**config.mk**
```make
export PLATFORM = sky130hd
export DESIGN_NAME = frame_crc_check
export DESIGN_NICKNAME = d
export VERILOG_FILES = /design/src/design/mac_rx_pkg.sv /design/src/design/frame_crc_check.sv
export VERILOG_INCLUDE_DIRS = /design/src /design/src/include
export SDC_FILE = /design/constraint.sdc
export NUM_CORES = 1
export LEC_CHECK = 0
export ABC_CLOCK_PERIOD_IN_PS = 2150
export BUFFER_PORTS_ARGS = -buffer_cell sky130_fd_sc_hd__buf_4
export CORE_AREA = 3 3 74 76
export DETAILED_ROUTE_END_ITERATION = 8
export DIE_AREA = 0 0 77 79
export PLACE_DENSITY_LB_ADDON = 0.3
export SYNTH_ARGS = -nofsm -noshare
export SYNTH_HDL_FRONTEND = slang
export SYNTH_SLANG_ARGS = --single-unit
```
**constraint.sdc**
```tcl
create_clock -name i_clk -period 2.15 [get_ports i_clk]
set_input_delay 0.215 -clock i_clk [delete_from_list [all_inputs] [get_ports i_clk]]
set_output_delay 0.215 -clock i_clk [all_outputs]
set_load 0.01 [all_outputs]
```
**src/include/mac_rx_defs.svh**
```systemverilog
// widths, depths and frame constants for the RMII receive MAC
// shared by the package and the design modules

`ifndef MAC_RX_DEFS_SVH
`define MAC_RX_DEFS_SVH

// ------------------------------
// byte and frame sizes
// ------------------------------
`define MAC_BYTE_W          8
`define MAC_MAX_FRAME_BYTES 1518
`define MAC_LEN_W           11

// idle cycles without a valid dibit that close a frame
`define MAC_IDLE_END        63
`define MAC_IDLE_W          6

// 7 x 0x55 then 0xD5, first dibit in bits [1:0]
`define MAC_PREAMBLE_SFD    64'hD555_5555_5555_5555

// good-frame residue, msb-first form
`define MAC_CRC_RESIDUE     32'hC704_DD7B

// ------------------------------
// buffer depths
// ------------------------------
`define MAC_DATA_FIFO_DEPTH 2048
`define MAC_RES_FIFO_DEPTH  16

`endif

```
**src/design/mac_rx_pkg.sv**
```systemverilog
// types shared by the receive MAC blocks
// byte stream between stages and the stored FIFO entry

`include "mac_rx_defs.svh"

package mac_rx_pkg;

	// one byte of a frame on the internal stream
	typedef struct packed {
		logic                   sop;
		logic                   eop;
		logic                   vld;
		logic [`MAC_BYTE_W-1:0] data;
	} mac_byte_t;

	// frame FIFO word, sop in the top bit
	typedef struct packed {
		logic                   sop;
		logic                   eop;
		logic [`MAC_BYTE_W-1:0] data;
	} mac_fifo_entry_t;

endpackage

```
**src/design/frame_crc_check.sv**
```systemverilog
// byte-wise CRC-32 over each frame and the residue compare at eop

`timescale 1ns/1ps
`include "mac_rx_defs.svh"

module frame_crc_check (
	input  logic                  i_clk,
	input  logic                  i_rst_n,
	input  mac_rx_pkg::mac_byte_t i_byte,
	output logic                  o_res_wr,
	output logic                  o_crc_ok
);

	localparam logic [31:0] CRC_POLY = 32'hEDB8_8320;

	logic [31:0] crc_q;
	logic [31:0] crc_base;
	logic [31:0] crc_next;
	logic [31:0] crc_msb;

	// reflected update, lsb of the byte first
	function automatic logic [31:0] crc32_step(input logic [31:0] crc,
	                                           input logic [7:0]  dat);
		logic [31:0] c;
		int          i;
		c = crc ^ {24'd0, dat};
		for (i = 0; i < 8; i++) begin
			c = c[0] ? ((c >> 1) ^ CRC_POLY) : (c >> 1);
		end
		return c;
	endfunction

	// sop restarts from all ones
	assign crc_base = i_byte.sop ? 32'hFFFF_FFFF : crc_q;
	assign crc_next = crc32_step(crc_base, i_byte.data);

	// register is bit-reflected, residue is given msb first
	assign crc_msb = {<<{crc_next}};

	always_ff @(posedge i_clk) begin
		if (i_byte.vld)
			crc_q <= crc_next;
	end

	always_ff @(posedge i_clk) begin
		if (!i_rst_n) begin
			o_res_wr <= 1'b0;
			o_crc_ok <= 1'b0;
		end else begin
			o_res_wr <= i_byte.vld && i_byte.eop;
			o_crc_ok <= i_byte.vld && i_byte.eop && (crc_msb == `MAC_CRC_RESIDUE);
		end
	end

endmodule

```
==> Word level (Yosys, flattened, before mapping) <==
Index checks and enable logic that the tools add are counted.
{ "op_classes": {"n_eq_ne": 1, "muxes": 9, "bitwise_logic": 9, "reduce_logical": 2} }
{ "ops": {"columns": ["operator", "n"], "rows": [
  ["$mux 32", 9],
  ["$not 13->14", 8],
  ["$eq 32x32->1 const B", 1],
  ["$xor 32x8->32", 1],
  ["$logic_and 1x1->1", 2]
]} }
{ "totals": {"ff_bits": 34, "input_bits": 13, "output_inout_bits": 2} }

==> Logic depth before layout (Yosys ltp) <==
{ "depth": {"ltp_word": 20, "mapped_depth": 9} }

==> Least setup slack after synthesis <==
OpenSTA, ideal clock, no wires.
{ "synth_timing": {"kind": "register to register", "start": "reg crc_q[6]", "end": "reg o_crc_ok", "setup_time_ps": 88, "t_arrival_ps": 2064, "required_ps": 2062, "path_slack_ps": -1, "stages_incl_launch_ff": 9, "path_buffers": 1, "path_cell_list": "edfxtp_1 -> buf_6 -> xnor2_1 -> nor2_2 -> xor3_2 -> xnor3_2 -> mux2i_1 -> o2111ai_1 -> nor4_2"} }
{ "synth_via": {"elab_chain_cells": 14} }
{ "synth_rtl": {"columns": ["element", "line", "text"], "rows": [
  ["from (decl)", "frame_crc_check.sv:16", "logic [31:0] crc_q;"],
  ["from (signal assigned)", "frame_crc_check.sv:42", "crc_q <= crc_next;"],
  ["$mux 32 (*)", "frame_crc_check.sv:34", "assign crc_base = i_byte.sop ? 32'hFFFF_FFFF : crc_q;"],
  ["$xor 32x8->32 (*)", "frame_crc_check.sv:26", "c = crc ^ {24'd0, dat};"],
  ["$not 13->14 (no source line)", null, null],
  ["$mux 32 (*) (7 in series)", "frame_crc_check.sv:28", "c = c[0] ? ((c >> 1) ^ CRC_POLY) : (c >> 1);"],
  ["$not 13->14 (no source line)", null, null],
  ["$mux 32 (*)", "frame_crc_check.sv:28", null],
  ["$eq 32x32->1 (no source line) (*)", null, null],
  ["$logic_and 1x1->1 (*)", "frame_crc_check.sv:51", "o_crc_ok <= i_byte.vld && i_byte.eop && (crc_msb == `MAC_CRC_RESIDUE);"],
  ["to (signal assigned)", "frame_crc_check.sv:51", null],
  ["to (decl)", "frame_crc_check.sv:11", "output logic o_crc_ok"]
]} }
Every way passes the cells marked *; elsewhere a longest branch is shown, timed or not.
A chain may end at the register's enable or synchronous reset.

==> Final worst setup path <==
{ "layout_timing": {"start": "reg crc_q[1]", "end": "reg o_crc_ok"} }
{ "layout_via": {"elab_cells_between_ends": 18, "classes_between": "1 x eq/ne; 9 x mux; 7 x bitwise; 1 x reduce/logical"} }
{ "layout_lines": {"columns": ["element", "line", "text"], "rows": [
  ["$mux 32 (*)", "frame_crc_check.sv:34", null],
  ["$xor 32x8->32 (*)", "frame_crc_check.sv:26", null],
  ["$mux 32 (*) (3 in series)", "frame_crc_check.sv:28", null],
  ["$not 13->14 (no source line)", null, null],
  ["$mux 32 (*)", "frame_crc_check.sv:28", null],
  ["$not 13->14 (no source line)", null, null],
  ["$mux 32 (*)", "frame_crc_check.sv:28", null],
  ["$not 13->14 (no source line)", null, null],
  ["$mux 32 (*) (3 in series)", "frame_crc_check.sv:28", null],
  ["net crc_next[17]", "frame_crc_check.sv:18", "logic [31:0] crc_next;"],
  ["$eq 32x32->1 (no source line) (*)", null, null],
  ["$logic_and 1x1->1 (*)", "frame_crc_check.sv:51", null]
]} }
The timed path passes the listed nets; every way through them passes the cells marked *.

==> reports/qor.json <==
{
  "power.density_cell_area_nw_per_um2": 1980,
  "placement.cell_area_um2": 3130,
  "path_max_fanout": 5,
  "fin_crit_sh_pct": 106,
  "finalWorstSetupSlack_ns": -0.135,
  "slew_violations": 0,
  "regToRegEndpoint": "o_crc_ok$_SDFF_PN0_",
  "worst_skew_pair_later_pin_latency_ns": 0.29,
  "fin_skew_ns": 0.0103,
  "holdPathEnd": "o_res_wr$_SDFF_PN0_",
  "combinational_family_with_the_most_area_after_synthesis": "XOR/XNOR gates",
  "mostFrequentLayoutCell": "sky130_fd_sc_hd__buf_4",
  "globalplace.congestion": 0.861,
  "violation_count_after_the_first_detailed_route_iteration": 121,
  "synthesis.instances": 232,
  "worstPathRequired_ns": 2.35,
  "wl_mm": 6.33,
  "ys_top_cells_by_area": "sky130_fd_sc_hd__edfxtp_1 (36%), sky130_fd_sc_hd__xnor2_1 (21%), sky130_fd_sc_hd__xor2_1 (6.5%)",
  "mappedNetlistArea_um2": 2680,
  "place.port_buffers": 14,
  "synth_top_area_share_pct": 35.9,
  "antenna_violating_nets_post_route": 0,
  "drt_first_pass_iters": 4,
  "synthAdderAreaFrac_pct": 0.467,
  "worst_hold_path.num_cells": 2,
  "worst_ir_drop_vdd_mv": 1.18,
  "global_route.usage.met2_pct": 38.2,
  "post-dp-hpwl_mm": 4.81,
  "cts_inserted_buffers": 5,
  "synth-edff-count": 32,
  "nNetsFinal": 300,
  "p_total_mw": 6.63,
  "timing.max_cap.violations": 0,
  "ioPinCount": 15,
  "via_count_of_the_first_global_routing_pass": 1891,
  "busiest_layer": "met2",
  "worst_pin_slew_ns": 0.578,
  "area_share_of_and_or_nand_nor_cells_after_synthesis_pct": 13.0,
  "global_route_wire_length_before_repair_mm": 10.0,
  "die-area_um2": 6080,
  "clock_path_buffers": 2,
  "power_frac_comb_pct": 66.6,
  "clock_network_power_share_pct": 10.8,
  "synthMuxAreaShare_pct": 1.87,
  "antenna_cells": 0,
  "sw_frac_of_total_pct": 36.5,
  "grtUsageMet1_pct": 28.2,
  "post-route-cell-area_um2": 3350,
  "postSynth.topFlopCell": "sky130_fd_sc_hd__edfxtp_1",
  "whs_ns": 0.200,
  "seq_power_share_pct": 22.6,
  "clock_tree.root_cell": "sky130_fd_sc_hd__clkbuf_8",
  "seq_area_um2": 1000,
  "regToRegSetupSlack_ns": -0.14,
  "synth_async_sr_flop_share_pct": 0,
  "yosysUniqueCellTypes": 45,
  "synth_xor_area_share_pct": 42.0,
  "post_drt_wl_per_cell_um": 17.9,
  "leakage_dissipation_nw": 1.39,
  "crit-reg2reg-launch": "crc_q[1]$_DFFE_PP_",
  "globalRoute.totalOverflow": 0,
  "synthesis.area_per_instance_um2": 11.6,
  "row_count": 25,
  "endpoints_failing_hold": 0,
  "tmin_final_ns": 2.29,
  "reg2reg_path_depth": 7,
  "initial_core_util_pct": 56.0,
  "yosys_register_bits": 34,
  "groute.layer.met3.usage_pct": 3.74,
  "report.final.setup_viol": 1,
  "run_status": "complete, but fails checks",
  "clk_pin_slew_ns": 0.08,
  "unrepaired_setup_endpoints_after_global_routing": "yes",
  "htree_levels": 2,
  "final_layout_size_suffix_gt1_share_pct": 33.4,
  "internal_power_mw": 4.21,
  "dpl_worst_slack_ns": -0.139,
  "chipHeight_um": 79,
  "netlist.top_cell.by_area": "sky130_fd_sc_hd__edfxtp_1",
  "relSlewSlack_pct": 61.2,
  "routed-via-count": 1819,
  "tritoncts": "done",
  "multi_input_area_um2": 1650,
  "power_switching_mw": 2.42,
  "initial_antenna_violation_count": 0,
  "fillers": 360,
  "violated_checks": "setup timing",
  "cp.arrival_ns": 2.49,
  "vias_per_cell": 5.14,
  "floorplan.core_area_um2": 4790,
  "number_of_nets_produced_by_synthesis": 246,
  "grt_start_max_net_pins": 34,
  "criticalPathCategory": "flop to flop",
  "clkSinkCount": 34,
  "post-route-drc-count": 0,
  "min_path_type": "primary input to flop",
  "ys_warn_count": 0,
  "seq_area_frac_synth_pct": 37.3,
  "mostFrequentLayoutCells": "sky130_fd_sc_hd__buf_4 (59), sky130_fd_sc_hd__xnor2_1 (58), sky130_fd_sc_hd__edfxtp_1 (32)",
  "synth-compound-area-share_pct": 1.96,
  "fmaxAchievable_ghz": 0.438,
  "die_w_um": 77,
  "groute.usage.overall_pct": 22.0,
  "timing.critical_path.from_type": "flop",
  "end_kind": "flop",
  "origin_of_the_worst_min_delay_path": "i_byte[9]",
  "syn2layout_area_growth_pct": 25.0,
  "cts_hold_buffers": 0
}
-- cells in the mapped netlist (all sizes together), types with 2 or more instances --
library cell	count
xnor2	69
nor2	34
edfxtp	32
xor2	21
buf	13
xnor3	6
xor3	6
mux2i	5
nand2	5
inv	4
nand3	4
a21oi	3
and3	3
nand2b	3
and2	2
and3b	2
dfxtp	2
nor3	2
nor3b	2
nor4	2
or2	2
-- layer usage --
layer | share of wire [%] | up-vias
met3 | 5.6 | 14
met5 | 0 | -
met4 | 2.1 | 0
met2 | 50 | 59
li1 | - | 878
met1 | 42 | 868
-- final cells by class --
| type | count | area share, % |
|---|---|---|
| Multi-Input combinational cell | 181 | 49.3 |
| Sequential cell | 34 | 29.9 |
| Timing Repair Buffer | 60 | 13.8 |
| Tap cell | 67 | 2.50 |
| Clock buffer | 5 | 2.05 |
| Clock inverter | 3 | 2.05 |
| Inverter | 4 | 0.448 |
-- sequential cells by signal, indices dropped and copies added, names as in the netlist --
register and cells:
crc_q 32, o_crc_ok 1, o_res_wr 1
-- power by group through the flow --
stage | registers, mW | logic [mW] | clock network [mW]
finish | 1.50 | 4.42 | 0.717
global route | 1.53 | 4.74 | 0.753
CTS | 1.49 | 4.28 | 0.729
detailed placement | 1.51 | 4.20 | 0
global placement | 1.50 | 4.10 | 0
floorplan | 1.41 | 2.84 | 0
-- kinds of logic after synthesis --
family / Yosys count
buf+inv: 17
mux: 5
flops: 34
compound gates: 7
xor+xnor: 102
simple gates: 66
fa+ha+maj: 1
-- metrics by stage --
step	utilization [%]	TNS, ns	cells
floorplan	-	0	232
global placement	65.4	-0.124	343
detailed placement	65.4	-0.151	343
CTS	68.8	-0.132	353
global route	70.0	-0.257	354
finish	70.0	-0.135	354
-- worst max-delay path, stage by stage (launching register included) --
cell and delay (ns):
sky130_fd_sc_hd__edfxtp_1 0.52, sky130_fd_sc_hd__xnor2_1 0.18, sky130_fd_sc_hd__nor2_1 0.22, sky130_fd_sc_hd__xor2_1 0.35
sky130_fd_sc_hd__xnor3_1 0.33, sky130_fd_sc_hd__nor3b_2 0.21, sky130_fd_sc_hd__o2111ai_1 0.16, sky130_fd_sc_hd__nor4_2 0.23
-- how the worst max path moves through the flow --
| stage | startpoint | end | slack, ns | depth (start not counted) |
|---|---|---|---|---|
| after CTS | crc_q[1]$_DFFE_PP_ | o_crc_ok$_SDFF_PN0_ | -0.13 | 7 |
| after floorplan | crc_q[1]$_DFFE_PP_ | o_crc_ok$_SDFF_PN0_ | 0.01 | 9 |
| final | crc_q[1]$_DFFE_PP_ | o_crc_ok$_SDFF_PN0_ | -0.14 | 7 |
| after global placement | crc_q[0]$_DFFE_PP_ | o_crc_ok$_SDFF_PN0_ | -0.1 | 8 |
| after detailed placement | crc_q[0]$_DFFE_PP_ | o_crc_ok$_SDFF_PN0_ | -0.14 | 8 |
| after global routing | crc_q[1]$_DFFE_PP_ | o_crc_ok$_SDFF_PN0_ | -0.26 | 9 |
-- what timing repair did --
action	CTS	global route
buffers inserted	2	1
endpoints found under the setup margin	2	8
pin swaps	1	0
resized for setup	3	7
No activity file was read; power rests on OpenSTA's default activity.
