**config.mk**
```make
export PLATFORM = sky130hd
export DESIGN_NAME = rmii_frame_detect
export DESIGN_NICKNAME = d
export VERILOG_FILES = /design/src/design/mac_rx_pkg.sv /design/src/design/rmii_frame_detect.sv
export VERILOG_INCLUDE_DIRS = /design/src /design/src/include
export SDC_FILE = /design/constraint.sdc
export NUM_CORES = 1
export LEC_CHECK = 0
export BUFFER_PORTS_ARGS = -buffer_cell sky130_fd_sc_hd__buf_2
export CORE_ASPECT_RATIO = 1.4
export CORE_MARGIN = 2
export CORE_UTILIZATION = 50
export CTS_BUF_LIST = sky130_fd_sc_hd__clkbuf_8
export CTS_CLUSTER_DIAMETER = 50
export DETAILED_ROUTE_END_ITERATION = 7
export GPL_ROUTABILITY_DRIVEN = 0
export GPL_TIMING_DRIVEN = 0
export PLACE_DENSITY = 0.66
export SKIP_LAST_GASP = 1
export SLEW_MARGIN = 40
export SYNTH_ARGS = -nofsm -noshare
export SYNTH_HDL_FRONTEND = slang
export SYNTH_SLANG_ARGS = --single-unit
export TNS_END_PERCENT = 100
```
**constraint.sdc**
```tcl
create_clock -name i_clk -period 1.9 [get_ports i_clk]
set_input_delay 0.095 -clock i_clk [delete_from_list [all_inputs] [get_ports i_clk]]
set_output_delay 0.095 -clock i_clk [all_outputs]
set_load 0.005 [all_outputs]
```
**src/include/mac_rx_defs.svh**
```systemverilog
// widths, depths and frame constants for the RMII receive MAC
// shared by the package and the design modules

`ifndef MAC_RX_DEFS_SVH
`define MAC_RX_DEFS_SVH

// ------------------------------
// byte and frame sizes
// ------------------------------
`define MAC_BYTE_W          8
`define MAC_MAX_FRAME_BYTES 1518
`define MAC_LEN_W           11

// idle cycles without a valid dibit that close a frame
`define MAC_IDLE_END        63
`define MAC_IDLE_W          6

// 7 x 0x55 then 0xD5, first dibit in bits [1:0]
`define MAC_PREAMBLE_SFD    64'hD555_5555_5555_5555

// good-frame residue, msb-first form
`define MAC_CRC_RESIDUE     32'hC704_DD7B

// ------------------------------
// buffer depths
// ------------------------------
`define MAC_DATA_FIFO_DEPTH 2048
`define MAC_RES_FIFO_DEPTH  16

`endif

```
**src/design/mac_rx_pkg.sv**
```systemverilog
// types shared by the receive MAC blocks
// byte stream between stages and the stored FIFO entry

`include "mac_rx_defs.svh"

package mac_rx_pkg;

	// one byte of a frame on the internal stream
	typedef struct packed {
		logic                   sop;
		logic                   eop;
		logic                   vld;
		logic [`MAC_BYTE_W-1:0] data;
	} mac_byte_t;

	// frame FIFO word, sop in the top bit
	typedef struct packed {
		logic                   sop;
		logic                   eop;
		logic [`MAC_BYTE_W-1:0] data;
	} mac_fifo_entry_t;

endpackage

```
**src/design/rmii_frame_detect.sv**
```systemverilog
// RMII input stage: preamble/SFD search, frame window and byte assembly
// bytes are held back one step so the last one can carry eop

`timescale 1ns/1ps
`include "mac_rx_defs.svh"

module rmii_frame_detect (
	input  logic                  i_clk,
	input  logic                  i_rst_n,
	input  logic                  i_rmii_rx_vld,
	input  logic [1:0]            i_rmii_rx_dat,
	output mac_rx_pkg::mac_byte_t o_byte
);

	logic                   rx_vld_q;
	logic [1:0]             rx_dat_q;
	logic [63:0]            window;
	logic [63:0]            window_next;
	logic                   sfd_hit;
	logic                   in_frame;
	logic                   first_byte;
	logic [1:0]             dibit_cnt;
	logic [`MAC_BYTE_W-1:0] asm_dat;
	logic [`MAC_BYTE_W-1:0] asm_next;
	logic [`MAC_LEN_W-1:0]  byte_cnt;
	logic [`MAC_IDLE_W-1:0] idle_cnt;
	logic                   byte_done;
	logic                   len_hit;
	logic                   idle_hit;
	logic                   flush;
	logic                   held_vld;
	logic                   held_sop;
	logic [`MAC_BYTE_W-1:0] held_dat;
	logic                   out_vld;
	logic                   out_sop;
	logic                   out_eop;
	logic [`MAC_BYTE_W-1:0] out_dat;

	always_ff @(posedge i_clk) begin
		if (!i_rst_n) begin
			rx_vld_q <= 1'b0;
		end else begin
			rx_vld_q <= i_rmii_rx_vld;
		end
	end

	always_ff @(posedge i_clk) begin
		rx_dat_q <= i_rmii_rx_dat;
	end

	// ------------------------------
	// preamble search
	// ------------------------------
	// newest dibit enters at the top, so bytes line up low dibit first
	assign window_next = {rx_dat_q, window[63:2]};
	assign sfd_hit     = rx_vld_q && !in_frame && (window_next == `MAC_PREAMBLE_SFD);

	always_ff @(posedge i_clk) begin
		if (!i_rst_n) begin
			window <= '0;
		end else if (rx_vld_q) begin
			window <= window_next;
		end
	end

	// ------------------------------
	// frame window and counters
	// ------------------------------
	assign asm_next  = {rx_dat_q, asm_dat[`MAC_BYTE_W-1:2]};
	assign byte_done = in_frame && rx_vld_q && (dibit_cnt == 2'd3);
	assign len_hit   = byte_done && (byte_cnt == `MAC_LEN_W'(`MAC_MAX_FRAME_BYTES - 1));
	assign idle_hit  = in_frame && !rx_vld_q && (idle_cnt == `MAC_IDLE_W'(`MAC_IDLE_END - 1));

	always_ff @(posedge i_clk) begin
		if (!i_rst_n) begin
			in_frame   <= 1'b0;
			first_byte <= 1'b0;
			dibit_cnt  <= '0;
			byte_cnt   <= '0;
			idle_cnt   <= '0;
			flush      <= 1'b0;
		end else begin
			flush <= len_hit || idle_hit;
			if (sfd_hit) begin
				in_frame   <= 1'b1;
				first_byte <= 1'b1;
				dibit_cnt  <= '0;
				byte_cnt   <= '0;
				idle_cnt   <= '0;
			end else if (in_frame) begin
				// a length close drops the rest until the next preamble
				if (len_hit || idle_hit)
					in_frame <= 1'b0;
				if (rx_vld_q) begin
					dibit_cnt <= dibit_cnt + 2'd1;
					idle_cnt  <= '0;
				end else begin
					idle_cnt <= idle_cnt + 1'b1;
				end
				if (byte_done) begin
					byte_cnt   <= byte_cnt + 1'b1;
					first_byte <= 1'b0;
				end
			end
		end
	end

	// ------------------------------
	// hold stage and output
	// ------------------------------
	always_ff @(posedge i_clk) begin
		if (!i_rst_n) begin
			held_vld <= 1'b0;
			held_sop <= 1'b0;
			out_vld  <= 1'b0;
			out_sop  <= 1'b0;
			out_eop  <= 1'b0;
		end else begin
			out_vld <= 1'b0;
			out_sop <= 1'b0;
			out_eop <= 1'b0;
			if (byte_done) begin
				held_vld <= 1'b1;
				held_sop <= first_byte;
				out_vld  <= held_vld;
				out_sop  <= held_vld && held_sop;
			end else if (flush) begin
				// frame closed: release the held byte as the last one
				held_vld <= 1'b0;
				out_vld  <= held_vld;
				out_sop  <= held_vld && held_sop;
				out_eop  <= held_vld;
			end
		end
	end

	always_ff @(posedge i_clk) begin
		if (rx_vld_q)
			asm_dat <= asm_next;
		if (byte_done)
			held_dat <= asm_next;
		if (byte_done || flush)
			out_dat <= held_dat;
	end

	assign o_byte = '{sop: out_sop, eop: out_eop, vld: out_vld, data: out_dat};

endmodule

```
## Yosys cells after proc, flatten, opt, wreduce, memory -nomap -nowiden

Index checks and enable logic that the tools add are counted.

| cells by class | value |
|---|---|
| add/sub/neg operators | 3 |
| eq/ne operators | 4 |
| multiplexer cells | 13 |
| bitwise operators | 1 |
| reduce and logical (&&, ||, !) cells | 20 |

Operator list:

| cell | count |
|---|---|
| 64-bit equality test (second input constant) | 1 |
| 1-bit 2-to-1 mux | 12 |
| 11-bit by 1-bit adder with 11-bit output (second input constant) | 1 |
| 11-bit equality test (second input constant) | 1 |
| 1-bit logical AND | 8 |
| 6-bit by 1-bit adder with 6-bit output (second input constant) | 1 |
| 6-bit equality test (second input constant) | 1 |
| 6-bit 2-to-1 mux | 1 |
| 2-bit AND reduction | 3 |
| 2-bit nonzero test | 3 |
| 2-bit OR reduction | 2 |
| 2-bit by 1-bit adder with 2-bit output (second input constant) | 1 |
| 2-bit equality test (second input constant) | 1 |
| 1-bit zero test | 2 |
| 1-bit logical OR | 2 |
| 1-bit NOT | 1 |

| word-level totals | value |
|---|---|
| flip-flop bits (word level) | 118 |
| bits of input ports | 5 |
| output and inout bits | 11 |
| word-level logic and storage cells | 58 |

## Logic depth before layout (Yosys ltp)

| depth | value |
|---|---|
| depth after elaboration | 7 |
| gate-level depth with buffers | 7 |
| mapped depth without buffers | 7 |

## Worst setup path after synthesis

Ideal clock, no wire load.

| timing | value |
|---|---|
| path kind | reg-to-reg |
| start point | reg window[49] |
| end point | reg byte_cnt[3] |
| setup time | 132 ps |
| data arrival time | 1410 ps |
| required time | 1768 ps |
| path slack | 358 ps |
| stages on the path, launching flop included | 8 |
| buffers on the path | 2 |
| period minus slack after synthesis | 1542 ps |
| cell sequence | dfxtp_1 and4bb_2 nand4_1 nor4_1 and2b_1 buf_6 buf_12 nor3_1 |

| on the way | value |
|---|---|
| cells in the longest elaborated chain, start to end | 3 |

Ends and longest elaborated chain:

| item | line | text |
|---|---|---|
| start: declaration | rmii_frame_detect.sv:17 | `logic [63:0] window;` |
| start signal: assignment | rmii_frame_detect.sv:62 | `window <= window_next;` |
| 64-bit equality test (no line) | - |  |
| 1-bit logical AND | rmii_frame_detect.sv:56 | `` assign sfd_hit = rx_vld_q && !in_frame && (window_next == `MAC_PREAMBLE_SFD); `` |
| 2-bit OR reduction (no line) | - |  |
| end signal: assignment | rmii_frame_detect.sv:101 | `byte_cnt <= byte_cnt + 1'b1;` |
| end: declaration | rmii_frame_detect.sv:25 | `` logic [`MAC_LEN_W-1:0] byte_cnt; `` |

Every way passes these cells.
A chain may end at the register's enable or synchronous reset.

## Worst setup path in the final report

| timing | value |
|---|---|
| start point | reg window[51] |
| end point | reg byte_cnt[9] |

Same word-level chain as after synthesis.

==> flow_summary.toml <==
[power]
cellLeakagePower_uw = 0.00195
max-vdd-ir-drop_mv = 0.552
powerDensity_nw_per_um2 = 977
total_power_draw_uw = 4940

[grt]
grt_util_all_layers = 0.174
global_route_wire_length_before_repair_um = 12900
number_of_global_route_vias_before_repair = 2830
grt_antenna_before_repair = 0
globalRoute.totalOverflow = 0
pin_count_of_the_biggest_net_entering_global_routing = 17

[timing]
slew-limit-headroom = 0.644
tightest_slew_ps = 534
final-max-slew-violation-count = 0
post-route-min-period_ps = 1690
fin_crit_sh = 0.889
rsz_0062_raised_after_global_routing = "no"
fin_skew_ps = 10.7
max_freq_mhz = 592
final_count_of_negative_setup_slack_endpoints = 0
finalHoldViolCount = 0
final.setup.tns_ps = 0

[synthesis]
synth_area_per_cell_um2 = 11.2
synth_mux_area_frac = 0.151
post_synthesis_share_of_cell_area_spent_on_xor_and_xnor_gates = 0.0241
syn-num-nets = 399
synth.lib_cells_used.distinct = 39
synth-adder-area-share = 0.0143
share_of_the_synthesized_area_in_the_top_cell_type = 0.422
synthesis.instances = 389
synth_sequential_area_ratio = 0.573
warnings_from_yosys = 0
synth.ff_latch_count = 114
synth_top_family_by_area = "simple AND/OR/NAND/NOR gates"
synth_simple_gate_area_frac = 0.188
yosysTopAreaCell = "dfxtp_1"
mappedNetlistArea_um2 = 4370
synth_compound_gate_area_share = 0.0115
synth_area_leaders = "dfxtp_1 (42%), edfxtp_1 (15%), mux2i_1 (15%), nor2_1 (6.1%), and4bb_2 (2.6%)"

[min_path]
hold-path-endpoint = "rx_dat_q[0]"
min_path_cells = 2
worst_hold_startpoint = "i_rmii_rx_dat[0]"
hold_class = "primary input to register"

[detailed_routing]
postRouteAntennaNets = 0
drt_wl_total_um = 7590
post_route_drc = 0
vias_per_cell = 5.20
drtIter0Drc = 154
routed-via-count = 2838
detail_route.first_pass.iterations = 4
routedWlPerCell_um = 13.9

[clock_tree]
root_buffer = "clkbuf_8"
cts.sink_count = 114
clock_transition_at_the_register_clock_pins_on_the_worst_setup_and_hold_paths_after_cts_ps = 70
post-cts-setup-buffers = 0
cts-buffers-inserted = 17
htree_levels = 4
clock_path_buffers = 2
tritoncts = "done"
insertion_delay_ps = 430

[setup_path]
worst_ep_required_time_ps = 2200
crit_path_start_kind = "register"
timing.critical_path.fanout_max = 10
reg2regPathDepth = 6
worstSetupEndpointType = "register"
r2r_end = "byte_cnt[9]"
regToRegStartpoint = "window[51]"
r2r_setup_slack_ps = 210
signal_arrival_time_at_the_worst_endpoint_ps = 1980
criticalPathCategory = "register to register"

[floorplanning]
die_x_um = 83.0
start_util = 0.511
floorplan.die_area_um2 = 9510
placeableCoreArea_um2 = 8560
die_y_um = 115
pin_count = 16
placement_rows = 40

[cells_and_area]
diodes = 0
utilization = 0.590
fin_nets = 438
final_layout_size_suffix_gt1_frac = 0.170
final_cell_area_um2 = 5050
area.growth.synth_to_final_pct = 15.7

[placement]
detailed_place_hpwl_um = 5180
place.port_buffers = 15
placed_area_um2 = 4580

[outcome]
run_status = "complete, no violations"

[run]
drv.max_cap_violation_count = 0
where the power goes:
part	switching (uW)	leakage, uW	internal [uW]
logic	73.2	0.000798	49.2
clock network	934	0.000210	1400
registers	11.0	0.000942	2470
synth_stat cells:
master / instances
a21oi_1: 7
a41oi_1: 1
and2_1: 2
and2b_1: 1
and3_1: 4
and4_1: 1
and4_2: 1
and4b_2: 2
and4bb_2: 9
buf_1: 1
buf_12: 1
buf_2: 8
buf_4: 3
buf_6: 1
clkbuf_1: 8
clkbuf_8: 1
clkinv_1: 1
dfxtp_1: 92
edfxtp_1: 22
ha_1: 5
inv_1: 5
mux2_2: 1
mux2i_1: 65
nand2_1: 10
nand2b_1: 4
nand3_1: 9
nand3_2: 1
nand3b_1: 1
nand4_1: 9
nor2_1: 71
nor2b_1: 2
nor3_1: 20
nor4_1: 2
nor4b_1: 3
nor4b_2: 1
nor4bb_1: 1
o22ai_1: 1
xnor2_1: 5
xor2_1: 7
area by class of cell:
type,count,area (um^2)
timing repair buffer,20,125
clock inverter,15,179
clock buffer,17,234
fill,716,3500
tap,105,131
multi-input combinational,246,1710
buffer,23,141
inverter,6,25.0
sequential,114,2500
kinds of logic (layout without fill, tap and decap cells):
group | count (synthesis) | count (layout)
AOI/OAI and AO/OA | 9 | 9
and+or+nand+nor | 154 | 154
buffers and inverters | 29 | 81
adders and majority gates | 5 | 5
xor gates and xnor gates | 12 | 12
muxes | 66 | 66
DFF | 114 | 114
layer usage:
layer,share of wire,GRT usage
met4,0.014,0.0667
met5,0,0
met3,0.037,0.0699
met2,0.51,0.303
met1,0.43,0.191
how the worst max path moves through the flow:
stage,end,start,cells after the start
finish,byte_cnt[9],window[51],6
global route,byte_cnt[3],window[27],7
CTS,byte_cnt[7],rx_vld_q,6
detailed placement,byte_cnt[8],rx_vld_q,6
global placement,byte_cnt[6],rx_vld_q,6
floorplan,byte_cnt[3],window[49],7
critical path, stage by stage, from the launching register on:
cell and delay (ps):
dfxtp_1 330, nor4b_1 420, nand4_1 210, and2b_1 260, buf_6 150, buf_12 130
nor3_1 50
layout by cell type (no fill, tap or decap), types with 2 or more instances in the layout:
cell	instances
xor2_1	7
and3_1	4
clkinv_2	2
clkinvlp_4	4
mux2i_1	65
buf_2	23
dlygate4sd3_1	5
nor4b_1	3
dfxtp_1	91
clkbuf_1	8
nand3_1	9
clkbuf_8	18
nor2_1	71
a21oi_1	7
buf_4	3
inv_1	9
bufinv_16	4
edfxtp_1	22
nor3_1	19
nand4_1	9
and2_1	2
nand2b_1	4
and4b_2	2
ha_1	5
nor2b_1	2
nand2_1	10
and4bb_2	9
xnor2_1	5
state kept, by name (all words and copies together), names as in the netlist:
| name | flops |
|---|---|
| asm_dat | 6 |
| byte_cnt | 11 |
| dibit_cnt | 2 |
| first_byte | 1 |
| flush | 1 |
| held_dat | 8 |
| held_sop | 1 |
| held_vld | 1 |
| idle_cnt | 6 |
| in_frame | 1 |
| out_dat | 8 |
| out_eop | 1 |
| out_sop | 1 |
| out_vld | 1 |
| rx_dat_q | 2 |
| rx_vld_q | 1 |
| window | 62 |
metrics by stage:
step                hold slack (ps)  worst slack (ps)  instances
floorplan                       123               358        389
global placement                198             -12.1        509
detailed placement              203             -85.2        509
CTS                             274              60.3        546
global route                    295              53.7        546
finish                          300               211        546
timing repair:
item	4_1_cts	5_1_grt
pin swaps	0	1
setup endpoints to repair	4	19
gates cloned	0	0
gates resized for setup	1	4
hold buffers	5	0
hold endpoints to repair	8	0
(Power assumes the default switching activity.)
