**src/design/sync_fifo.sv**
```systemverilog
// single-clock FIFO with a registered read port

`timescale 1ns/1ps

module sync_fifo #(
	parameter int WIDTH = 8,
	parameter int DEPTH = 16
) (
	input  logic             i_clk,
	input  logic             i_rst_n,
	input  logic             i_wr,
	input  logic [WIDTH-1:0] i_wdat,
	input  logic             i_rd,
	output logic [WIDTH-1:0] o_rdat,
	output logic             o_empty,
	output logic             o_full
);

	localparam int AW = $clog2(DEPTH);

	logic [WIDTH-1:0] mem [DEPTH];
	logic [AW-1:0]    wr_ptr;
	logic [AW-1:0]    rd_ptr;
	logic [AW:0]      count;
	logic             wr_ok;
	logic             rd_ok;

	assign o_empty = (count == '0);
	assign o_full  = (count == (AW+1)'(DEPTH));
	assign wr_ok   = i_wr && !o_full;
	assign rd_ok   = i_rd && !o_empty;

	always_ff @(posedge i_clk) begin
		if (!i_rst_n) begin
			wr_ptr <= '0;
			rd_ptr <= '0;
			count  <= '0;
		end else begin
			if (wr_ok)
				wr_ptr <= wr_ptr + 1'b1;
			if (rd_ok)
				rd_ptr <= rd_ptr + 1'b1;
			case ({wr_ok, rd_ok})
				2'b10:   count <= count + 1'b1;
				2'b01:   count <= count - 1'b1;
				default: count <= count;
			endcase
		end
	end

	// storage and read data
	always_ff @(posedge i_clk) begin
		if (wr_ok)
			mem[wr_ptr] <= i_wdat;
		if (rd_ok)
			o_rdat <= mem[rd_ptr];
	end

endmodule

```
**config.mk**
```make
export PLATFORM = sky130hd
export DESIGN_NAME = sync_fifo
export DESIGN_NICKNAME = d
export VERILOG_FILES = /design/src/design/sync_fifo.sv
export SDC_FILE = /design/constraint.sdc
export NUM_CORES = 1
export LEC_CHECK = 0
export ABC_AREA = 1
export BUFFER_PORTS_ARGS = -buffer_cell sky130_fd_sc_hd__buf_2
export CORE_ASPECT_RATIO = 0.6
export CORE_UTILIZATION = 62
export DETAILED_ROUTE_END_ITERATION = 10
export PLACE_DENSITY = 0.8
export SYNTH_ARGS = -nofsm -noshare
export SYNTH_HDL_FRONTEND = slang
export SYNTH_SLANG_ARGS = --single-unit
```
**constraint.sdc**
```tcl
create_clock -name i_clk -period 2.6 [get_ports i_clk]
set_clock_uncertainty 0.1 [all_clocks]
set_input_delay 0.26 -clock i_clk [delete_from_list [all_inputs] [get_ports i_clk]]
set_output_delay 0.26 -clock i_clk [all_outputs]
set_load 0.005 [all_outputs]
```
Word level (Yosys, flattened, before mapping)
Memory sizes are Yosys's and may differ from the RTL's. A register that Yosys moved wholly into a read port is not among the register bits.
Cells that the tools add are included.
{ "totals": {"ff_bits": 13, "latchBits": 0, "mem_bits_rw": 128, "rom_bits": 0, "in_bits": 12, "output_inout_bits": 10, "word_cells": 20, "mem_count": 1} }
{ "mem_list": {"columns": ["memory", "depth", "width", "rd", "rd_clocked_by_memory_dff", "wr", "line_no", "rtl"], "rows": [
  ["mem", 16, 8, 1, 1, 1, "21", "logic [WIDTH-1:0] mem [DEPTH];"]
]} }
{ "op_classes": {"add_sub_neg": 4, "multipliers": 0, "div_mod_pow": 0, "n_lt_le_gt_ge": 0, "n_eq_ne": 3, "shifts": 0, "mux": 3, "n_bitwise": 0, "reduce_logical": 6} }
{ "ops": {"columns": ["operator", "n"], "rows": [
  ["$pmux W5 S2", 1],
  ["$add A4 B1 Y4 const B", 2],
  ["$add A5 B1 Y5 const B", 1],
  ["$eq A5 B5 Y1 const B", 1],
  ["$logic_not A5 Y1", 1],
  ["$sub A5 B1 Y5 const B", 1],
  ["$eq A2 B1 Y1 const B", 1],
  ["$eq A2 B2 Y1 const B", 1],
  ["$logic_and A1 B1 Y1", 2],
  ["$logic_not A1 Y1", 2],
  ["$mux W1", 2],
  ["$reduce_bool A2 Y1", 1]
]} }

Longest topological paths before layout
Gate-level depths: netlist (run 1).
{ "logic_depth": {"depth_word": 5, "ltp_mapped": 15, "mapped_depth_nobuf": 15} }

Worst setup path after synthesis (run 1)
No wires, ideal clock.
{ "synth_path": {"kind": "register to register", "from": "register count[1]", "to": "register count[4]", "t_arrival_ns": 1.882, "required_time_ns": 2.391, "slack_ns": 0.509, "stages_incl_launch_ff": 16, "path_buffers": 0, "synth_period_minus_slack_ns": 2.091, "cell_sequence": "dfxtp_1 nor2_1 nand3_1 nand2_1 inv_2 ha_1 inv_1 fa_1 inv_1 nand2_1 nand2_1 nand2_1 nand2_1 nand3_1 nand2_1 inv_1"} }
{ "synth_via": {"elab_chain_cells": 5, "elab_cells_between_ends": 12, "cone_classes": "2 x add/sub; 3 x eq/ne; 1 x mux; 6 x reduce/logical"} }
{ "synth_rtl": {"columns": ["item", "line_no", "rtl"], "rows": [
  ["start: declaration", "24", "logic [AW:0] count;"],
  ["start signal: assignment", "44", "2'b10: count <= count + 1'b1;"],
  ["start signal: assignment", "45", "2'b01: count <= count - 1'b1;"],
  ["start signal: assignment", "46", "default: count <= count;"],
  ["$logic_not A5 Y1 *", "28", "assign o_empty = (count == '0);"],
  ["$logic_not A1 Y1 *", "31", "assign rd_ok = i_rd && !o_empty;"],
  ["$logic_and A1 B1 Y1 *", "31", null],
  ["net rd_ok", "26", "logic rd_ok;"],
  ["$eq A2 B1 Y1 / $eq A2 B2 Y1 (equally long branches)", "43", "case ({wr_ok, rd_ok})"],
  ["$pmux W5 S2 / $reduce_bool A2 Y1 (equally long branches)", null, null]
]} }
Mark *: on every way through the listed nets, which the timed path passes. The rest lies on a longest branch.
A chain may end at the register's enable or synchronous reset.

Final worst setup path (run 1)
{ "layout_path": {"from": "register count[0]", "to": "register count[3]"} }
The elaborated chain is that of the path after synthesis.

==> key figures, run 1 <==
STA
  • Hold Slack: ~0.044 ns
  • Final setup violation count: 0
  • Fin crit period: 2.369 ns
  • Final worst-path cycle share: 91.13%
  • Max Fclk: roughly 0.42 GHz
  • Setup TNS: 0 ns
  • RSZ-0062 raised after global routing: no
  • Worst slew pin tran: around 0.73 ns
  • Slew headroom: a little over 50%
  • Hold Vio Cnt, Final: 0
  • Max-slew violations: 0

Setup path
  • CP Max Fanout: 11
  • CP max stage delay: 0.34 ns
  • CP max-delay cell: ha_1
  • Required time worst endpoint: 2.83 ns
  • Crit Path Category: reg2reg
  • CP arrival: between 2 and 3 ns
  • Crit path launch type: flip-flop
  • Cell Chain, Critical Path: nor2_1 -> nand3_1 -> nand2_1 -> clkinv_4 -> ha_2 -> ha_1 -> a21oi_1 -> nand2_1 -> nand2_1 -> nand3_1 -> nand2_1 -> inv_1
  • CP dominant cell by count: nand2_1
  • Crit end category: flip-flop

Logic synthesis
  • Post-synthesis xor/xnor area fraction: 0.3993%
  • Top_reg_cell synth: edfxtp_1
  • Adder-Cell Fraction of Synth Area: 2.016%
  • Netlist Area Pre-Place: between 0.006 and 0.007 sq mm
  • Fraction of registers with async set/reset: 0%
  • Synth warn: 0
  • Yosys top cell area share: 62.07%
  • Post-Synth Simple-Gate Area: between 20% and 30%
  • Synth area leader: edfxtp_1
  • Post-synth top cells: nand2_1, edfxtp_1, inv_1
  • Synth Register Bits: between 100 and 150
  • Count of cell types in the netlist: 21
  • Seq/Total Area, Yosys: around two thirds
  • Mapped Nets: a little under 700
  • Ranking of synthesized cells by area: edfxtp_1, nand2_1, nand3_1
  • Compound-gate portion of the synthesized area: 0.9888%
  • Mapped Cells: 663
  • Most common cell in the netlist: nand2_1
  • Post-synthesis mux area share: 0%
  • Number of flops mapped to enable cells by yosys: approximately 140
  • Largest family of logic cells by synthesized area: simple AND/OR/NAND/NOR gates
  • Syn avg cell area: approximately 9.9 sq um

Clock tree
  • Clk buf depth: 2
  • Reg clk slew, reported paths: ~0.060 ns
  • CTS H-Tree Depth: 4
  • Root Driver: clkbuf_16
  • CTS tree: built
  • Clock Latency Late Sink: approximately 0.42 ns
  • Num CTS Buffers: 17
  • Setup bufs post-CTS: 0
  • CTS sink cnt: about 150

Place
  • Estimated wirelength of the detail-placed design: a little over 9000 um
  • GP Congestion: ~0.88
  • IO Port Bufs: 21

Finish
  • Share of cells above drive strength 1: 11.78%
  • Area Growth Syn to Fin: 13.67%
  • Final nets: 722
  • # fillers: 656
  • # diodes: 0

GRT
  • Total gr overflow: 0
  • First-pass GRT wire length: between 20000 and 25000 um
  • Largest net degree at the start of global routing: a little under 70
  • Vias in the first global route: about 4.3k
  • Initial antenna violation count: 0
  • Overall Global Routing Usage: about 28%

Drt
  • Via count: between 4k and 5k
  • Drt pass-1 iters: 5
  • Drt wl/cell: roughly 17 um
  • Vias per cell: 5.465
  • Routed Antenna Nets: 0
  • Post-Route WL: between 10000 and 15000 um
  • Initial DRC count: 656
  • Residual DRC count: 0

Job
  • Maxcap violations: 0

Power
  • Net Sw Power: ~2200 uW
  • Flop pwr share: between 40% and 50%
  • Pwr per Cell Area: approximately 910 mW/mm^2
  • Cell-internal power: 4673 uW
  • Lkg Pwr: approximately 0.0033 uW
  • Comb power frac: between 20 and 25%
  • Clock network fraction of design power: roughly 34%
  • Sw frac: 31.62%
  • Worst vdd ir: about 0.98 mV

Die
  • Die area: around 0.011 sq mm
  • Core area: slightly above 0.01 sq mm
  • Die X: about 130 um
  • Io pins: 22
  • Die height: about 82 um
  • Std-Cell Rows: 28
  • Initial Util: 65.22%

Worst hold path
  • HP Class: in2reg

Run status
  • Status: finished, final reports clean
==> registers in the layout, summed over array words and instances (netlist names) <==
| register | flops |
|---|---|
| o_rdat | 8 |
| count | 5 |
| mem | 128 |
| rd_ptr | 4 |
| wr_ptr | 4 |
==> metal layers <==
| layer | share of wire, % | global-route usage, % |
|---|---|---|
| met5 | 0 | 0 |
| met4 | 1.6 | 11.57 |
| met3 | 11 | 6.543 |
| met2 | 45 | 42.78 |
| met1 | 43 | 40.42 |
==> metrics by stage <==
stage | instances | util (%) | setup WS [ns] | total power, uW | area (sq um)
floorplan | 663 | - | 0.5093 | 4064 | 6580
global placement | 816 | 68.39 | 0.2576 | 4450 | 6900
detailed placement | 816 | 68.39 | 0.1634 | 4505 | 6900
CTS | 848 | 74.06 | 0.1380 | 6832 | 7472
global route | 848 | 74.13 | 0.01317 | 7171 | 7480
finish | 848 | 74.13 | 0.2305 | 6833 | 7480
==> cells in the final DEF, fill, tap and decap left out, drive strengths merged <==
master,n
o21ai,7
clkbuf,17
nand2,197
ha,9
buf,43
clkinvlp,4
fa,1
inv,127
clkinv,4
xnor2,1
edfxtp,136
or2,1
nor2,35
nor3,2
nand3,107
dfxtp,13
bufinv,1
xor2,2
a21oi,6
==> logic make-up after synthesis <==
| logic type | count (synthesis) |
|---|---|
| simple gates | 342 |
| flops | 149 |
| buf+inv | 146 |
| compound gates | 13 |
| fa+ha+maj | 10 |
| xor+xnor | 3 |
==> area by class of cell <==
cell class	count	area, sq um	share of cell area (%)
repair buffers	43	282.8	3.781
flip-flops and latches	149	4345	58.10
clock buffers	17	425.4	5.688
inverters	121	459.2	6.139
clock inverters	15	146.4	1.957
multi-input cells	368	1652	22.08
well taps	135	168.9	2.258
==> worst max-delay path: cells and delay by family (launching register included) <==
kind | cells | cell delay, ns
adders and majority gates | 2 | 0.59
AOI/OAI and AO/OA | 1 | 0.21
DFF | 1 | 0.33
and+or+nand+nor | 7 | 0.85
buffers and inverters | 2 | 0.20
==> worst paths after layout <==
path	cells after the start	endpoint	from	slack (ns)
max reg2reg	12	count[3]	count[0]	0.23
max	12	count[3]	count[0]	0.23
min	3	wr_ptr[3]	i_rst_n	0.04
min reg2reg	2	wr_ptr[0]	wr_ptr[0]	0.45
==> timing repair <==
item,4_1_cts,5_1_grt
endpoints found under the setup margin,0,1
hold buffers,0,0
resized for setup,0,3
==> power groups by stage <==
stage	Sequential (uW)	Clock, uW	Combinational, uW
global placement	2950	0	1500
finish	2900	2340	1590
floorplan	2930	0	1130
global route	2910	2470	1790
detailed placement	2950	0	1560
CTS	2900	2360	1570
Power figures use the tool's default switching activity.
==> inputs of run 2 (changes only) <==
==> config.mk (replaced) <==
export PLATFORM = sky130hd
export DESIGN_NAME = sync_fifo
export DESIGN_NICKNAME = d
export VERILOG_FILES = /design/src/design/sync_fifo.sv
export SDC_FILE = /design/constraint.sdc
export NUM_CORES = 1
export LEC_CHECK = 0
export BUFFER_PORTS_ARGS = -buffer_cell sky130_fd_sc_hd__buf_2
export CORE_ASPECT_RATIO = 0.6
export CORE_UTILIZATION = 61
export DETAILED_ROUTE_END_ITERATION = 10
export PLACE_DENSITY = 0.9
export SYNTH_ARGS = -nofsm -noshare
export SYNTH_HDL_FRONTEND = slang
export SYNTH_SLANG_ARGS = --single-unit
==> run 2 against run 1 <==
  * Synthesized area decreased by 9.8%
  * Critical endpoint is now count[4]
  * Die area is 8.2% lower
  * The flow now finishes with violations (negative setup slack)
  * Setup slack got worse by 0.26 ns
  * Highest routed layer unchanged
  * Critical path type unchanged
  * Register-to-register slack got worse by 0.26 ns
  * Sequential power about the same
==> key figures, run 2 <==
STA
  • Max-slew violations: 0 (unchanged)
  • RSZ-0062 raised after global routing: yes
  • Slew headroom: 12.89% (-38 points)
  • Max Fclk: 0.3808 GHz (-9.8%)
  • Final worst-path cycle share: 101.0% (+9.9 points)
  • Final worst slack: -0.02637 ns (-0.2569 ns)
  • Fin crit period: 2.626 ns (+0.2569 ns)
  • Hold Vio Cnt, Final: 0 (unchanged)
  • Setup TNS: -0.02637 ns (-0.02637 ns)
  • Worst slew pin tran: 1.297 ns (+0.5636 ns)
  • Final setup violation count: 1 (+1)

Logic synthesis
  • Ranking of synthesized cells by area: edfxtp_1, mux4_2, dfxtp_1
  • Mapped Nets: 340 (-50%)
  • Synth area leader: edfxtp_1
  • Seq/Total Area, Yosys: 73.22% (+7.2 points)
  • Yosys top cell area share: 68.83% (+6.8 points)
  • Top_reg_cell synth: edfxtp_1
  • Post-synth top cells: edfxtp_1, mux4_2, nor2_1
  • Synth Register Bits: 149 (unchanged)
  • Netlist Area Pre-Place: 0.005933 sq mm (-9.8%)
  • Syn avg cell area: 18.66 sq um (+88%)
  • Fraction of registers with async set/reset: 0% (unchanged)
  • Count of cell types in the netlist: 33 (+57%)
  • Number of flops mapped to enable cells by yosys: 136 (unchanged)
  • Most common cell in the netlist: edfxtp_1
  • Mapped Cells: 318 (-52%)
  • Synth warn: 0 (unchanged)

Place
  • Post-DP Area: 0.006324 sq mm (-8.4%)
  • IO Port Bufs: 21 (unchanged)
  • GP Congestion: 0.9330 (+6.5%)
  • Placed cells: 468 (-43%)
  • Estimated wirelength of the detail-placed design: 7614 um (-16%)

Clock tree
  • CTS tree: built
  • Reg clk slew, reported paths: 0.06 ns (about the same)
  • CTS H-Tree Depth: 4 (unchanged)
  • Root Driver: clkbuf_16
  • Num CTS Buffers: 17 (unchanged)
  • Clk buf depth: 2 (unchanged)
  • Clock Latency Late Sink: 0.42 ns (about the same)
  • CTS sink cnt: 149 (unchanged)

Drt
  • Met3 WL post-DR: 939 um (-39%)
  • Via count: 3160 (-32%)
  • Routed Antenna Nets: 0 (unchanged)
  • Residual DRC count: 0 (unchanged)
  • Drt pass-1 iters: 4 (-1)
  • Initial DRC count: 417 (-36%)
  • Wl on met1: 5372 um (-12%)
  • Vias per cell: 6.282 (+15%)
  • Uppermost layer routed: met4
  • Drt wl/cell: 24.11 um (+44%)
  • Post-Route WL: 12130 um (-15%)
  • Routed met2 length: 5663 um (-11%)

Finish
  • # diodes: 0 (unchanged)
  • Layout Utilization: 74.96% (+0.83 points)
  • Area Growth Syn to Fin: 17.38%
  • Reg with most FFs: mem
  • Max FFs per register: 128 (unchanged)
  • Commonest non-fill, non-tap cell in the layout: edfxtp_1
  • Leading registers by flop count: mem (128), o_rdat (8), count (5)
  • Final nets: 383 (-47%)
  • Most frequent cells in the layout: edfxtp_1, mux4_2, buf_2, nor2_1
  • Finished Cell Area: 0.006964 sq mm (-6.9%)
  • Share of cells above drive strength 1: 32.71% (+21 points)
  • Non-filler cells in the finished layout: 503 (-41%)

Setup path
  • CP max-delay cell: or4_4
  • Crit end category: flip-flop
  • Cell Chain, Critical Path: or4_4 -> o21a_4 -> inv_4 -> ha_4 -> inv_2 -> fa_2 -> nand2b_4 -> a21oi_2 -> mux2i_1 -> mux2i_1
  • CP max stage delay: 0.58 ns (+0.24 ns)
  • Crit path launch type: flip-flop
  • CP dominant cell by count: mux2i_1
  • CP Max Fanout: 3 (-8)
  • Required time worst endpoint: 2.85 ns (+0.02 ns)
  • Worst Path Buf+Inv: 2 (unchanged)
  • Crit Path Category: reg2reg
  • R2r setup slk: -0.03 ns (-0.26 ns)
  • CP arrival: 2.87 ns (+0.27 ns)
  • Cell family with most CP delay: simple AND/OR/NAND/NOR gates

Die
  • Io pins: 22 (unchanged)
  • Die height: 78.40 um (-4.2%)
  • Die X: 129.3 um (-4.2%)
  • Die area: 0.01014 sq mm (-8.2%)
  • Core area: 0.009290 sq mm (-7.9%)
  • Initial Util: 63.87% (-1.4 points)
  • Std-Cell Rows: 27 (-3.6%)

Power
  • Pwr per Cell Area: 1000 mW/mm^2 (+9.5%)
  • Worst vdd ir: 0.8746 mV (-11%)
  • Lkg Pwr: 0.002315 uW (-30%)

GRT
  • First-pass GRT wire length: 18460 um (-17%)
  • Largest net degree at the start of global routing: 36 (-47%)
  • Overall Global Routing Usage: 27.02% (-1.4 points)
  • Total gr overflow: 0 (unchanged)
  • Initial antenna violation count: 0 (unchanged)
  • Vias in the first global route: 3190 (-26%)

Run status
  • Status: complete, but fails checks
  • Failing checks: negative setup slack

Job
  • Maxcap violations: 0 (unchanged)

Worst hold path
  • HP Class: in2reg
run 2: cell types whose count changed after synthesis, sizes merged, moves of 5 or more:
cell / change
nand2: -180
inv: -113
nand3: -104
mux4: +32
a22oi: +16
nor2: -16
buf: -11
and2: +8
mux2i: +5
nand2b: +5
run 2: path summary, 6_finish.rpt:
| path | start | depth (start not counted) | end |
|---|---|---|---|
| worst max-delay path | count[2] | 10 | count[4] |
| worst min-delay path | i_wdat[0] | 1 | mem[3][0] |
| worst max register to register | count[2] | 10 | count[4] |
| worst min register to register | wr_ptr[0] | 2 | wr_ptr[3] |
run 2: repair_timing:
| item | CTS | global route |
|---|---|---|
| endpoints found under the setup margin | 3 | 1 |
| resized for setup | 6 | 1 |
| hold buffers | 0 | 0 |
| buffers inserted | 4 | 0 |
| pin swaps | 8 | 0 |
run 2: where the power goes:
group	internal, uW	switching, uW
Sequential	2810	60.1
Clock	1400	952
Combinational	869	879
Total	5080	1890
run 2: routing by layer:
metal | global-route usage [%] | up-vias
li1 | - | 1339
met1 | 39.69 | 1617
met2 | 39.19 | 183
met3 | 7.498 | 21
met4 | 10.00 | 0
met5 | 0 | -
run 2: area by class of cell:
type | instances | area, sq um
clock buffer | 18 | 429.2
fill | 508 | 2326
tap | 130 | 162.7
inverter | 8 | 32.53
multi-input combinational | 144 | 1564
sequential | 149 | 4347
clock inverter | 13 | 136.4
timing repair buffer | 41 | 292.8
run 2: cell families (layout without fill, tap and decap cells):
logic type	Yosys count	count (layout)	share of synthesized area, %
flip-flops	149	149	73.22
buffers and inverters	25	80	1.814
AND/OR/NAND/NOR	64	64	5.209
multiplexers	37	37	12.99
adder cells (fa/ha/maj)	10	10	2.235
XOR/XNOR	6	6	0.8857
AO/OA/AOI/OAI	27	27	3.648
run 2: worst register-to-register path: cells and delay by family, from the launching register on:
kind,cells,cell delay [ns]
and+or+nand+nor,2,0.73
adders and majority gates,2,0.51
muxes,2,0.43
AOI/OAI and AO/OA,2,0.35
DFF,1,0.32
buffers and inverters,2,0.10
run 2: through the flow:
step,worst slack [ns],total power [uW],hold WS (ns)
final,-0.02637,6967,0.1338
after global routing,-0.1790,7209,0.1220
after CTS,-0.02258,6945,0.1156
after detailed placement,-0.1103,4487,0.4537
after global placement,-0.04633,4429,0.4373
after floorplan,-0.1346,3961,0.2589
==> inputs of run 3 (changes only) <==
--- a/config.mk
+++ b/config.mk
@@ -5,11 +5,12 @@
 export SDC_FILE = /design/constraint.sdc
 export NUM_CORES = 1
 export LEC_CHECK = 0
+export ABC_AREA = 1
 export BUFFER_PORTS_ARGS = -buffer_cell sky130_fd_sc_hd__buf_2
 export CORE_ASPECT_RATIO = 0.6
-export CORE_UTILIZATION = 61
+export CORE_UTILIZATION = 62
 export DETAILED_ROUTE_END_ITERATION = 10
-export PLACE_DENSITY = 0.9
+export PLACE_DENSITY = 0.91
 export SYNTH_ARGS = -nofsm -noshare
 export SYNTH_HDL_FRONTEND = slang
 export SYNTH_SLANG_ARGS = --single-unit
==> run 3 against run 2 <==
  * The run now ends clean
  * Cell area grew 7.7%
  * Die area increased by 8.9%
  * Total power rose by 1.6%
  * Register-to-register slack gained 0.27 ns
  * Setup slack better by 0.27 ns
  * Clock power increased by 6%
  * Combinational power decreased by 3%
  * Critical endpoint unchanged
==> key figures, run 3 (synthesized netlist as in run 1, its figures left out) <==
Run status
  • Status: finished, final reports clean

STA
  • Worst slew pin tran: 0.7552 ns (-0.5415 ns)
  • Final setup violation count: 0 (-1)
  • Max-slew violations: 0 (unchanged)
  • Slew headroom: 49.65% (+37 points)
  • Max Fclk: 0.4246 GHz (+12%)
  • RSZ-0062 raised after global routing: no
  • Final worst slack: 0.2446 ns (+0.2710 ns)
  • Setup TNS: 0 ns (+0.02637 ns)
  • Final worst-path cycle share: 90.59% (-10 points)
  • Fin crit period: 2.355 ns (-0.2710 ns)
  • Hold Vio Cnt, Final: 0 (unchanged)

Die
  • Io pins: 22 (unchanged)
  • Die X: 135.0 um (+4.4%)
  • Die height: 81.80 um (+4.3%)
  • Core area: 0.01009 sq mm (+8.6%)
  • Initial Util: 65.22% (+1.4 points)
  • Die area: 0.01104 sq mm (+8.9%)
  • Std-Cell Rows: 28 (+3.7%)

Drt
  • Initial DRC count: 809 (+94%)
  • Routed Antenna Nets: 0 (unchanged)
  • Via count: 4806 (+52%)
  • Drt wl/cell: 18.26 um (-24%)
  • Drt pass-1 iters: 6 (+2)
  • Vias per cell: 5.661 (-9.9%)
  • Post-Route WL: 15510 um (+28%)
  • Residual DRC count: 0 (unchanged)

Setup path
  • CP max-delay cell: fa_1
  • R2r setup slk: 0.24 ns (+0.27 ns)
  • R2R depth: 15 (+5)
  • Reg-to-Reg Start: count[4]
  • Required time worst endpoint: 2.82 ns (-0.03 ns)
  • Cell family with most CP delay: simple AND/OR/NAND/NOR gates
  • CP arrival: 2.57 ns (-0.30 ns)
  • Cell Chain, Critical Path: inv_1 -> nand3_1 -> nand2_1 -> clkinv_4 -> ha_2 -> inv_1 -> fa_1 -> inv_1 -> nand2_1 -> nand2_1 -> nand2_1 -> nand2_1 -> nand3_1 -> nand2_1 -> inv_1
  • CP Max Fanout: 11 (+8)
  • Worst Path Buf+Inv: 5 (+3)
  • Crit end category: flip-flop
  • Crit Path Category: reg2reg
  • Crit path launch type: flip-flop
  • CP dominant cell by count: nand2_1
  • CP max stage delay: 0.41 ns (-0.17 ns)
  • R2r endpoint: count[4]

Place
  • Dpl ws: 0.1906 ns (+0.3009 ns)
  • Estimated wirelength of the detail-placed design: 9592 um (+26%)
  • Post-DP Area: 0.006903 sq mm (+9.2%)
  • GP Congestion: 0.9262 (-0.73%)
  • IO Port Bufs: 21 (unchanged)

GRT
  • Vias in the first global route: 4626 (+45%)
  • Largest net degree at the start of global routing: 68 (+89%)
  • Overall Global Routing Usage: 30.87% (+3.8 points)
  • First-pass GRT wire length: 24070 um (+30%)
  • Total gr overflow: 0 (unchanged)
  • Initial antenna violation count: 0 (unchanged)

Power
  • Worst vdd ir: 0.6503 mV (-26%)
  • Lkg Pwr: 0.003317 uW (+43%)
  • Pwr per Cell Area: 943.2 mW/mm^2 (-5.7%)

Clock tree
  • CTS tree: built
  • Root Driver: clkbuf_16
  • Clock Latency Late Sink: 0.41 ns (about the same)
  • Num CTS Buffers: 17 (unchanged)
  • Reg clk slew, reported paths: 0.06 ns (about the same)
  • Setup bufs post-CTS: 0 (-4)
  • CTS H-Tree Depth: 4 (unchanged)
  • CTS sink cnt: 149 (unchanged)
  • Clk buf depth: 2 (unchanged)

Worst hold path
  • Hold endpoint: rd_ptr[2]
  • Hold Crit Start: i_rd
  • Hold Crit Depth: 3 (+2)
  • HP Class: in2reg

Job
  • Maxcap violations: 0 (unchanged)

Finish
  • # fillers: 634 (+25%)
  • Commonest non-fill, non-tap cell in the layout: nand2_1
  • Finished Cell Area: 0.007503 sq mm (+7.7%)
  • Max FFs per register: 128 (unchanged)
  • Area Growth Syn to Fin: 14.03%
  • Reg with most FFs: mem
  • Share of cells above drive strength 1: 11.34% (-21 points)
  • # diodes: 0 (unchanged)
  • Most frequent cells in the layout: nand2_1, edfxtp_1, inv_1, nand3_1, nor2_1
  • Leading registers by flop count: mem (128), o_rdat (8), count (5)
  • Final nets: 724 (+89%)
==> run 3: cell count changes in the layout (fill, tap and decap cells not counted), moves of 8 or more <==
cell and delta:
inv_1 +110, mux4_2 -32, nand2_1 +179, and2_1 -8, a22oi_1 -16, nand3_1 +104, nor2_1 +16
==> run 3: where the power goes <==
| part | internal, uW | switching (uW) |
|---|---|---|
| logic | 517 | 1170 |
| registers | 2820 | 85.6 |
| clock network | 1580 | 902 |
| total | 4920 | 2160 |
==> run 3: stage by stage <==
stage / std cells / total power, uW / hold slack [ns] / util, %
3_3_place_gp: 818 / 4469 / 0.4109 / 68.42
3_5_place_dp: 818 / 4552 / 0.4262 / 68.42
4_1_cts: 849 / 7037 / 0.03330 / 74.29
2_1_floorplan: 663 / 4064 / 0.2589 / -
5_1_grt: 849 / 7383 / 0.05474 / 74.37
6_report: 849 / 7078 / 0.04665 / 74.37
==> run 3: tightest hold or removal path, delay by kind of cell <==
kind / cells / cell delay, ns
compound gates: 1 / 0.07
buf+inv: 1 / 0.11
simple gates: 1 / 0.07
==> run 3: layer usage <==
metal	GRT usage, %	up-vias	part of all wire [%]
li1	-	2208	-
met1	41.24	2221	40
met2	49.59	327	46
met3	8.395	50	12
met4	10.79	0	2.2
met5	0	-	0
==> run 3: final cells by class <==
type / count / area (sq um) / share of cell area (%)
sequential: 149 / 4345 / 57.91
multi-input combinational: 368 / 1652 / 22.01
inverter: 121 / 459.2 / 6.120
clock buffer: 18 / 429.2 / 5.720
timing repair buffer: 45 / 285.3 / 3.802
tap: 135 / 168.9 / 2.251
clock inverter: 13 / 163.9 / 2.184
==> run 3: worst max path at each step <==
| stage | start | endpoint | slack [ns] | cells past startpoint |
|---|---|---|---|---|
| 2_1_floorplan | count[1] | count[4] | 0.51 | 15 |
| 3_3_place_gp | count[1] | count[4] | 0.29 | 15 |
| 3_5_place_dp | count[1] | count[4] | 0.19 | 15 |
| 4_1_cts | count[4] | count[4] | 0.13 | 15 |
| 5_1_grt | count[1] | count[3] | 0.02 | 12 |
| 6_report | count[4] | count[4] | 0.24 | 15 |
==> run 3: timing repair <==
item,CTS,global route
hold buffers,0,0
resized for setup,0,3
setup endpoints to repair,0,3
